`src/mac_pkg.sv`:
```
`default_nettype none

package mac_pkg;

  // ======================================
  // Enums
  // ======================================

  // VIA register index, CPU address bits 12:9
  typedef enum logic [3:0] {
    reg_port_b = 4'h0,
    reg_ddr_b  = 4'h2,
    reg_ddr_a  = 4'h3,
    reg_t1c_lo = 4'h4,
    reg_t1c_hi = 4'h5,
    reg_t1l_lo = 4'h6,
    reg_t1l_hi = 4'h7,
    reg_t2_lo  = 4'h8,
    reg_t2_hi  = 4'h9,
    reg_sr     = 4'ha,
    reg_acr    = 4'hb,
    reg_pcr    = 4'hc,
    reg_ifr    = 4'hd,
    reg_ier    = 4'he,
    reg_port_a = 4'hf
  } via_reg_e;

  // Bit positions in IFR and IER
  typedef enum logic [2:0] {
    int_onesec   = 3'd0,
    int_vblank   = 3'd1,
    int_keyready = 3'd2,
    int_keybit   = 3'd3,
    int_keyclk   = 3'd4,
    int_t2       = 3'd5,
    int_t1       = 3'd6
  } int_bit_e;

  typedef enum logic [1:0] {
    st_idle,    // Waiting for bus_req
    st_access,  // Strobe cycle
    st_ack,     // Holding bus_ack until req drops
    st_release  // Last cycle of bus_ack
  } bus_state_e;

  // ======================================
  // Bus structs
  // ======================================

  typedef struct packed {
    logic [23:1] addr;   // Word address
    logic        rw;     // 1 = read
    logic        uds_n;
    logic        lds_n;
    logic [15:0] wdata;
  } cpu_bus_t;

  typedef struct packed {
    logic ram;
    logic rom;
    logic scsi;
    logic scc;
    logic iwm;
    logic via;
  } chip_sel_t;

  typedef struct packed {
    logic        ram_cs;
    logic        rom_cs;
    logic        we;
    logic [23:0] addr;   // Relocated byte address
  } mem_port_t;

  typedef struct packed {
    logic     wr;
    logic     rd;
    via_reg_e idx;
    logic [7:0] data;    // Upper data byte from CPU
  } via_access_t;

  // ======================================
  // Constants
  // ======================================

  // Address map
  localparam logic [23:0] ram_base_normal = 24'h600000;
  localparam logic [23:0] iwm_hack_addr   = 24'hdffdfe;
  localparam logic [15:0] iwm_hack_data   = 16'h1f1f;
  localparam logic [7:0]  via_low_byte    = 8'hef;
  localparam logic [7:0]  via_unmapped    = 8'hbe;

  // VIA fixed values and ACR shift modes
  localparam logic [7:0] ddr_a_value     = 8'h7f;
  localparam logic [6:0] ddr_b_fixed     = 7'b1000011;
  localparam logic [2:0] acr_sr_out_mode = 3'b111;
  localparam logic [2:0] acr_sr_in_mode  = 3'b011;
  localparam logic [7:0] port_a_reset    = 8'h7f;
  localparam logic [7:0] port_b_reset    = 8'hff;

  // Timers
  localparam int prescale_bits  = 5;    // 32 cycle prescale
  localparam int frames_per_sec = 60;

  // Interrupt priority levels, active low encoding
  localparam logic [2:0] ipl_via  = 3'b110;
  localparam logic [2:0] ipl_none = 3'b111;

endpackage

`default_nettype wire

```
`src/addr_decode.sv`:
```
`timescale 1ns/1ns
`default_nettype none

module addr_decode (
  input  wire [23:1]           bus_addr,
  input  wire                  overlay,
  output mac_pkg::chip_sel_t   sel,
  output logic [23:0]          mem_addr
);

  logic [23:0] start_ram;

  // ROM mirrored over low memory until overlay bit changes
  always_comb begin
    sel = '0;
    casez (bus_addr[23:20])
      4'b00??: begin
        if (overlay) sel.ram = 1'b1;
        else sel.rom = 1'b1;
      end
      4'b0100: if (!bus_addr[17]) sel.rom = 1'b1;
      4'b0101: if (bus_addr[19:12] == 8'h80) sel.scsi = 1'b1;
      4'b0110: if (!overlay) sel.ram = 1'b1;  // RAM at its normal base
      4'b10?1: sel.scc = 1'b1;
      4'b1101: sel.iwm = 1'b1;
      4'b1110: sel.via = 1'b1;
      default: sel = '0;
    endcase
  end

  // Relocate so RAM always starts at zero in the memory port
  assign start_ram = overlay ? 24'h000000 : mac_pkg::ram_base_normal;
  assign mem_addr  = {bus_addr, 1'b0} - start_ram;

endmodule

`default_nettype wire

```
`src/bus_ctrl.sv`:
```
`timescale 1ns/1ns
`default_nettype none

module bus_ctrl (
  input  wire                    clk_cpu,
  input  wire                    reset,
  input  wire                    bus_req,
  input  wire mac_pkg::cpu_bus_t bus,
  output logic                   bus_ack,
  output logic [15:0]            rdata,
  input  wire mac_pkg::chip_sel_t sel,
  output logic                   mem_we,
  output mac_pkg::via_access_t   via_acc,
  input  wire [7:0]              via_rdata,
  input  wire [15:0]             mem_rdata
);

  mac_pkg::bus_state_e state;
  logic        strobe;       // High for the single access cycle
  logic        via_hit;
  logic [23:0] byte_addr;

  assign byte_addr = {bus.addr, 1'b0};
  assign strobe    = (state == mac_pkg::st_access);
  assign via_hit   = sel.via && !bus.uds_n;   // VIA sits on the upper byte lane

  // ======================================
  // Handshake FSM
  // ======================================
  always_ff @(posedge clk_cpu) begin
    if (reset) begin
      state <= mac_pkg::st_idle;
    end else begin
      case (state)
        mac_pkg::st_idle:    if (bus_req) state <= mac_pkg::st_access;
        mac_pkg::st_access:  state <= mac_pkg::st_ack;
        mac_pkg::st_ack:     if (!bus_req) state <= mac_pkg::st_release;
        mac_pkg::st_release: state <= mac_pkg::st_idle;  // Ack drops here
        default:             state <= mac_pkg::st_idle;
      endcase
    end
  end

  // Ack spans the wait and the release cycle
  assign bus_ack = (state == mac_pkg::st_ack) || (state == mac_pkg::st_release);

  // ======================================
  // Access strobes
  // ======================================
  always_comb begin
    via_acc.wr   = strobe && via_hit && !bus.rw;
    via_acc.rd   = strobe && via_hit && bus.rw;
    via_acc.idx  = mac_pkg::via_reg_e'(bus.addr[12:9]);  // Index drives read mux always
    via_acc.data = bus.wdata[15:8];
  end

  assign mem_we = strobe && sel.ram && !bus.rw;  // RAM write pulse

  // ======================================
  // Read data capture
  // ======================================

  // Sampled on the strobe edge, before VIA side effects land
  always_ff @(posedge clk_cpu) begin
    if (strobe) begin
      if (sel.via)
        rdata <= {via_rdata, mac_pkg::via_low_byte};
      else if (byte_addr == mac_pkg::iwm_hack_addr)
        rdata <= mac_pkg::iwm_hack_data;  // Floppy status stand-in
      else if (bus.addr[23])
        rdata <= 16'h0000;                // Other I/O space
      else if (sel.ram || sel.rom)
        rdata <= mem_rdata;
      else
        rdata <= 16'h0000;
    end
  end

endmodule

`default_nettype wire

```
`src/mac_glue_top.sv`:
```
`timescale 1ns/1ns
`default_nettype none

module mac_glue_top (
  input  wire                  clk_cpu,
  input  wire                  reset,
  // CPU side
  input  wire                  bus_req,
  input  wire mac_pkg::cpu_bus_t bus,
  output logic                 bus_ack,
  output logic [15:0]          rdata,
  // Video timing
  input  wire                  vsync,
  // External memory
  output mac_pkg::mem_port_t   mem,
  input  wire [15:0]           mem_rdata,
  output logic [2:0]           ipl
);

  mac_pkg::chip_sel_t   sel;
  mac_pkg::via_access_t via_acc;
  logic [23:0] mem_addr;
  logic        mem_we;
  logic [7:0]  via_rdata;
  logic        overlay;
  logic        t2_load, t2_fire;
  logic [15:0] t2_count;          // Load value into timer 2
  logic [15:0] t2_value;          // Running count back to the VIA
  logic        vblank_pulse, onesec_pulse;

  // ======================================
  // Bus side
  // ======================================
  bus_ctrl bus_ctrl_inst (
    .clk_cpu   (clk_cpu),
    .reset     (reset),
    .bus_req   (bus_req),
    .bus       (bus),
    .bus_ack   (bus_ack),
    .rdata     (rdata),
    .sel       (sel),
    .mem_we    (mem_we),
    .via_acc   (via_acc),
    .via_rdata (via_rdata),
    .mem_rdata (mem_rdata)
  );

  addr_decode addr_decode_inst (
    .bus_addr (bus.addr),
    .overlay  (overlay),
    .sel      (sel),
    .mem_addr (mem_addr)
  );

  // Memory port gathered from decode and strobe
  assign mem = '{ram_cs: sel.ram, rom_cs: sel.rom, we: mem_we, addr: mem_addr};

  // ======================================
  // VIA and its timers
  // ======================================
  via_regs via_regs_inst (
    .clk_cpu      (clk_cpu),
    .reset        (reset),
    .acc          (via_acc),
    .rdata        (via_rdata),
    .overlay      (overlay),
    .t2_load      (t2_load),
    .t2_count     (t2_count),
    .t2_value     (t2_value),
    .t2_fire      (t2_fire),
    .vblank_pulse (vblank_pulse),
    .onesec_pulse (onesec_pulse),
    .ipl          (ipl)
  );

  via_timer2 via_timer2_inst (
    .clk_cpu    (clk_cpu),
    .reset      (reset),
    .load       (t2_load),
    .load_value (t2_count),
    .count      (t2_value),
    .fire       (t2_fire)
  );

  vblank_timer vblank_timer_inst (
    .clk_cpu      (clk_cpu),
    .reset        (reset),
    .vsync        (vsync),
    .vblank_pulse (vblank_pulse),
    .onesec_pulse (onesec_pulse)
  );

endmodule

`default_nettype wire

```
`src/vblank_timer.sv`:
```
`timescale 1ns/1ns
`default_nettype none

module vblank_timer (
  input  wire  clk_cpu,
  input  wire  reset,
  input  wire  vsync,
  output logic vblank_pulse,
  output logic onesec_pulse
);

  logic       vsync_q;
  logic       vsync_fall;
  logic [5:0] frame_cnt;        // Frames within the current second

  assign vsync_fall = vsync_q && !vsync;

  always_ff @(posedge clk_cpu) begin
    if (reset) begin
      vsync_q      <= 1'b0;
      frame_cnt    <= 6'd0;
      vblank_pulse <= 1'b0;
      onesec_pulse <= 1'b0;
    end else begin
      vsync_q      <= vsync;
      vblank_pulse <= vsync_fall;
      onesec_pulse <= 1'b0;
      if (vsync_fall) begin
        if (frame_cnt == 6'(mac_pkg::frames_per_sec - 1)) begin
          frame_cnt    <= 6'd0;   // Wrap each second
          onesec_pulse <= 1'b1;
        end else begin
          frame_cnt <= frame_cnt + 1'b1;
        end
      end
    end
  end

endmodule

`default_nettype wire

```
`src/via_regs.sv`:
```
`timescale 1ns/1ns
`default_nettype none

module via_regs (
  input  wire                      clk_cpu,
  input  wire                      reset,
  input  wire mac_pkg::via_access_t acc,
  output logic [7:0]               rdata,
  output logic                     overlay,
  output logic                     t2_load,
  output logic [15:0]              t2_count,
  input  wire [15:0]               t2_value,
  input  wire                      t2_fire,
  input  wire                      vblank_pulse,
  input  wire                      onesec_pulse,
  output logic [2:0]               ipl
);

  logic [7:0] port_a, port_b;
  logic       ddr_b0;          // Only bit 0 of DDR B is writable
  logic [7:0] t2_latch_lo;
  logic [7:0] sr, acr;
  logic [6:0] ifr, ier;
  logic       irq;

  assign irq     = |(ifr & ier);
  assign overlay = !port_a[4];
  assign ipl     = irq ? mac_pkg::ipl_via : mac_pkg::ipl_none;

  // Timer 2 loads on the high byte write
  assign t2_load  = acc.wr && (acc.idx == mac_pkg::reg_t2_hi);
  assign t2_count = {acc.data, t2_latch_lo};

  // ======================================
  // Register writes and flag updates
  // ======================================
  always_ff @(posedge clk_cpu) begin
    if (reset) begin
      port_a      <= mac_pkg::port_a_reset;
      port_b      <= mac_pkg::port_b_reset;
      ddr_b0      <= 1'b1;
      t2_latch_lo <= 8'h00;
      sr          <= 8'h00;
      acr         <= 8'h00;
      ifr         <= 7'h00;
      ier         <= 7'h00;
    end else begin
      if (acc.wr) begin
        case (acc.idx)
          mac_pkg::reg_port_b: port_b <= acc.data;
          mac_pkg::reg_ddr_b:  ddr_b0 <= acc.data[0];
          mac_pkg::reg_t2_lo:  t2_latch_lo <= acc.data;   // Latched until high write
          mac_pkg::reg_t2_hi:  ifr[mac_pkg::int_t2] <= 1'b0;
          mac_pkg::reg_sr: begin
            sr <= acc.data;
            // Shift out to the keyboard counts as done at once
            if (acr[4:2] == mac_pkg::acr_sr_out_mode) ifr[mac_pkg::int_keyready] <= 1'b1;
          end
          mac_pkg::reg_acr:    acr <= acc.data;
          mac_pkg::reg_ifr:    ifr <= ifr & ~acc.data[6:0];  // Write 1 to clear
          mac_pkg::reg_ier: begin
            if (acc.data[7]) ier <= ier | acc.data[6:0];      // Set mode
            else ier <= ier & ~acc.data[6:0];                 // Clear mode
          end
          mac_pkg::reg_port_a: port_a <= acc.data;
          default: ;
        endcase
      end else if (acc.rd) begin
        // Reads that acknowledge interrupts
        case (acc.idx)
          mac_pkg::reg_port_b: begin
            ifr[mac_pkg::int_keyclk] <= 1'b0;
            ifr[mac_pkg::int_keybit] <= 1'b0;
          end
          mac_pkg::reg_t2_lo: ifr[mac_pkg::int_t2] <= 1'b0;
          mac_pkg::reg_sr:    ifr[mac_pkg::int_keyready] <= 1'b0;
          mac_pkg::reg_port_a: begin
            ifr[mac_pkg::int_onesec] <= 1'b0;
            ifr[mac_pkg::int_vblank] <= 1'b0;
          end
          default: ;
        endcase
      end

      // Event sets win over read clears
      if (vblank_pulse) ifr[mac_pkg::int_vblank] <= 1'b1;
      if (onesec_pulse) ifr[mac_pkg::int_onesec] <= 1'b1;
      if (t2_fire && !t2_load) ifr[mac_pkg::int_t2] <= 1'b1;  // Reload cancels
    end
  end

  // ======================================
  // Register read mux
  // ======================================
  always_comb begin
    case (acc.idx)
      mac_pkg::reg_port_b: rdata = port_b;
      mac_pkg::reg_ddr_b:  rdata = {mac_pkg::ddr_b_fixed, ddr_b0};
      mac_pkg::reg_ddr_a:  rdata = mac_pkg::ddr_a_value;
      mac_pkg::reg_t1c_lo,
      mac_pkg::reg_t1c_hi,
      mac_pkg::reg_t1l_lo,
      mac_pkg::reg_t1l_hi: rdata = mac_pkg::via_unmapped;  // No timer 1
      mac_pkg::reg_t2_lo:  rdata = t2_value[7:0];
      mac_pkg::reg_t2_hi:  rdata = t2_value[15:8];
      mac_pkg::reg_sr:     rdata = sr;
      mac_pkg::reg_acr:    rdata = acr;
      mac_pkg::reg_pcr:    rdata = 8'h00;
      mac_pkg::reg_ifr:    rdata = {irq, ifr};              // Bit 7 is any enabled
      mac_pkg::reg_ier:    rdata = {1'b0, ier};
      mac_pkg::reg_port_a: rdata = port_a;
      default:             rdata = mac_pkg::via_unmapped;
    endcase
  end

endmodule

`default_nettype wire

```
`src/via_timer2.sv`:
```
`timescale 1ns/1ns
`default_nettype none

module via_timer2 (
  input  wire        clk_cpu,
  input  wire        reset,
  input  wire        load,
  input  wire [15:0] load_value,
  output logic [15:0] count,
  output logic       fire
);

  logic [mac_pkg::prescale_bits-1:0] prescale;
  logic tick;
  logic armed;                  // One shot, cleared after firing

  assign tick = (prescale == '0);

  // Free-running divider, approximates the VIA clock
  always_ff @(posedge clk_cpu) begin
    if (reset) prescale <= '0;
    else prescale <= prescale + 1'b1;
  end

  always_ff @(posedge clk_cpu) begin
    if (reset) begin
      count <= 16'h0000;
      armed <= 1'b0;
      fire  <= 1'b0;
    end else begin
      fire <= 1'b0;
      if (load) begin
        count <= load_value;
        armed <= 1'b1;
      end else if (tick && armed) begin
        if (count == 16'h0000) begin
          fire  <= 1'b1;
          armed <= 1'b0;
        end else begin
          count <= count - 1'b1;
        end
      end
    end
  end

endmodule

`default_nettype wire

```
`config.mk`:
```
export PLATFORM = sky130hd
export DESIGN_NAME = mac_glue_top
export DESIGN_NICKNAME = d
export VERILOG_FILES = /design/src/mac_pkg.sv /design/src/addr_decode.sv /design/src/bus_ctrl.sv /design/src/mac_glue_top.sv /design/src/vblank_timer.sv /design/src/via_regs.sv /design/src/via_timer2.sv
export SDC_FILE = /design/constraint.sdc
export NUM_CORES = 1
export LEC_CHECK = 0
export ABC_AREA = 1
export BUFFER_PORTS_ARGS = -buffer_cell sky130_fd_sc_hd__clkbuf_2
export CORE_MARGIN = 5
export CORE_UTILIZATION = 38
export DETAILED_ROUTE_END_ITERATION = 6
export PLACE_DENSITY = 0.69
export SLEW_MARGIN = 20
export SYNTH_ARGS = -nofsm -noshare
export SYNTH_HDL_FRONTEND = slang
export SYNTH_SLANG_ARGS = --single-unit
```
`constraint.sdc`:
```
create_clock -name clk_cpu -period 4.2 [get_ports clk_cpu]
set_clock_uncertainty 0.15 [all_clocks]
set_input_delay 0.21 -clock clk_cpu [delete_from_list [all_inputs] [get_ports clk_cpu]]
set_output_delay 0.21 -clock clk_cpu [all_outputs]
set_load 0.01 [all_outputs]
```
==> results.cfg <==
[status]
status = complete, no violations

[critical_path]
arrival_ps = 2840
rr_endpoint = via_timer2_inst.count[14]$_SDFFE_PP0P_
crit_fanout = 26
cp_cell_sequence = inv_1 > ha_1 > inv_1 > nor2_1 > nand3_4 > inv_2 > nand2_2 > nand3_1 > nor2_1 > nor2_1 > nor2_1
cpMaxStageDelayCell = nand3_1
crit_type = reg -> reg
r2r_cells = 11
cp-start-kind = register
r2r_slack_ps = 1450
rr_startpoint = bus_ctrl_inst.state[1]$_SDFFE_PP0P_
crit_path_end_kind = register
worst_path_most_repeated_cell = nor2_1
cp.required_ps = 4290
critPathTopFamily = simple AND/OR/NAND/NOR gates
critPathMaxStageDelay_ps = 420
critical_path_buf_inv_count = 3

[global_route]
grt_first_pass_wirelength_mm = 26.2
grt_overflow = 0
grt_use_total_pct = 18.4
antenna_found_initial = 0
grt_pass1_vias = 5120
grt_start_max_net_pins = 47

[synthesis]
yosysWarnings = 0
ys_seq_elements = 105
yosysMostFrequentCell = nand2_1
syn-cell-area_um2 = 5780
synth_cells = 852
yosys.area.top_type = dfxtp_1
synth_top_cells_by_area = dfxtp_1 (31%), nand2_1 (14%), edfxtp_1 (8.3%)
synthFlopType = dfxtp_1
synth-edff-count = 16
synth_top_area_share_pct = 30.8
ys_top_cells_by_count = nand2_1 (222), nor2_1 (128), inv_1 (98), dfxtp_1 (89), nand3_1 (57)
synthDistinctLibCells = 38
ys_seq_area_share_pct = 39.1
syn-mean-instance-area_um2 = 6.79
async_flop_share_pct = 0

[clocking]
cts_resized = 0
clk_pin_slew_ps = 70
post-cts-setup-buffers = 0
clk_latency_ps = 370
clockRootBuffer = clkbuf_16
h-tree-depth = 3
cts_buffer_depth = 2
cts.sinks = 105
cts_tree = done
cts_inserted_buffers = 9

[power]
ir_drop_mv = 0.194
power_density_nw_per_um2 = 368
p_leak_nw = 3.26

[routing]
drc = 0
dr_total_vias = 5633
routedWlPerCell_um = 14.9
vias_per_cell = 5.02
drtAntennaViolNets = 0
drt_iter0_drc = 558
drtPass1Iterations = 6
wl_mm = 16.7

[die]
die_x_um = 133
placementRows = 45
core_area_um2 = 15100
die_area_um2 = 17800
initial_core_util_pct = 38.3
die_h_um = 133
ios = 109

[sta]
rsz0062_at_grt = no
finalSetupViolations = 0
tightestPinTransition_ps = 808
finalSetupTns_ps = 0
whs_ps = 6.00
max_slew_margin_pct = 45.9
hold_viol = 0
min_period_ps = 2750
post-route-period-util_pct = 65.5
finalMaxSlewViolations = 0
max_freq_mhz = 363

[finish]
final_nets = 1003
area_growth_pct = 15.9
drive_gt1_share_pct = 14.5
num_antenna_cells = 0

[min_path]
hp-start = mem_rdata[15]
min_path_type = in -> reg
whs_endpoint = bus_ctrl_inst.rdata[15]$_DFFE_PN_
hold_depth = 3

[run]
drv_cap = 0

[placement]
hpwl_mm = 11.9
gp_congestion = 0.940
portBuffers = 96
cells in the final DEF, fill, tap and decap left out, types with 11 or more instances in the layout:
master / Yosys / layout
nand2_1: 222 / 222
nor2_1: 128 / 128
inv_1: 98 / 98
clkbuf_2: 0 / 96
dfxtp_1: 89 / 89
nand3_1: 57 / 57
o21ai_0: 54 / 54
a21oi_1: 46 / 46
edfxtp_1: 16 / 16
nand4_1: 14 / 14
dlygate4sd3_1: 0 / 12
o22ai_1: 11 / 11
ha_1: 11 / 11
worst min-delay path, stage by stage:
cell	delay, ps
clkbuf_2	90
nand2_1	60
nand2_1	60
layout make-up:
cell class              count  area (um^2)
clock buffers               9          225
clock inverters             7          126
fillers                  1571         8390
inverters                 103          387
multi-input cells         599         2840
flip-flops and latches    105         2260
well taps                 188          235
repair buffers            111          623
through the flow:
step	power [W]	utilization, %	instance area (um^2)	worst slack, ps	cells
after CTS	0.00247	44.4	6700	1440	1122
after detailed placement	0.00147	41.3	6230	1460	1094
after global placement	0.00147	41.3	6230	1490	1094
after global routing	0.00255	44.4	6700	1180	1122
after floorplan	0.00134	-	5790	1960	853
final	0.00247	44.4	6700	1450	1122
cell families after synthesis:
| family | after synthesis | share of synthesized area (%) |
|---|---|---|
| and+or+nand+nor | 444 | 32.5 |
| buffers and inverters | 149 | 11.8 |
| other | 2 | 0.130 |
| xor gates and xnor gates | 8 | 1.21 |
| AOI/OAI and AO/OA | 131 | 12.3 |
| DFF | 105 | 39.1 |
| adders and majority gates | 12 | 2.73 |
| muxes | 1 | 0.195 |
worst max path at each step:
stage,startpoint,endpoint,slack [ps],depth (start not counted)
after global routing,bus_ctrl_inst.state[1]$_SDFFE_PP0P_,via_timer2_inst.count[13]$_SDFFE_PP0P_,1180,11
after CTS,bus_ctrl_inst.state[1]$_SDFFE_PP0P_,via_timer2_inst.count[14]$_SDFFE_PP0P_,1440,11
after floorplan,bus_ctrl_inst.state[1]$_SDFFE_PP0P_,via_regs_inst.ifr[5]$_SDFFE_PP0P_,1960,10
after detailed placement,bus_ctrl_inst.state[1]$_SDFFE_PP0P_,via_timer2_inst.count[15]$_SDFFE_PP0P_,1460,11
after global placement,bus_ctrl_inst.state[1]$_SDFFE_PP0P_,via_timer2_inst.count[14]$_SDFFE_PP0P_,1490,11
final,bus_ctrl_inst.state[1]$_SDFFE_PP0P_,via_timer2_inst.count[14]$_SDFFE_PP0P_,1450,11
what timing repair did:
item,in CTS,in global routing
hold buffers,12,0
setup endpoints to repair,0,0
hold endpoints to repair,12,0
state kept, by name (all words and copies together), names as in the netlist, 5 cells and up, named ones only:
signal / flops
bus_ctrl_inst.rdata: 16
vblank_timer_inst.frame_cnt: 6
via_regs_inst.acr: 8
via_regs_inst.ifr: 7
via_regs_inst.port_a: 8
via_regs_inst.port_b: 8
via_regs_inst.sr: 8
via_regs_inst.t2_latch_lo: 8
via_timer2_inst.count: 16
via_timer2_inst.prescale: 5
where the power goes:
group	total, W	internal (W)	switching [W]
combinational	0.000342	0.000122	0.000220
clock	0.00101	0.000590	0.000419
sequential	0.00112	0.00110	0.0000213
per-layer routing:
metal,GRT usage (%),wire (um)
met1,24.1,7440
met5,0,0
met4,7.43,390
met2,30.5,7660
met3,2.95,1250
No activity file was read; power rests on OpenSTA's default activity.
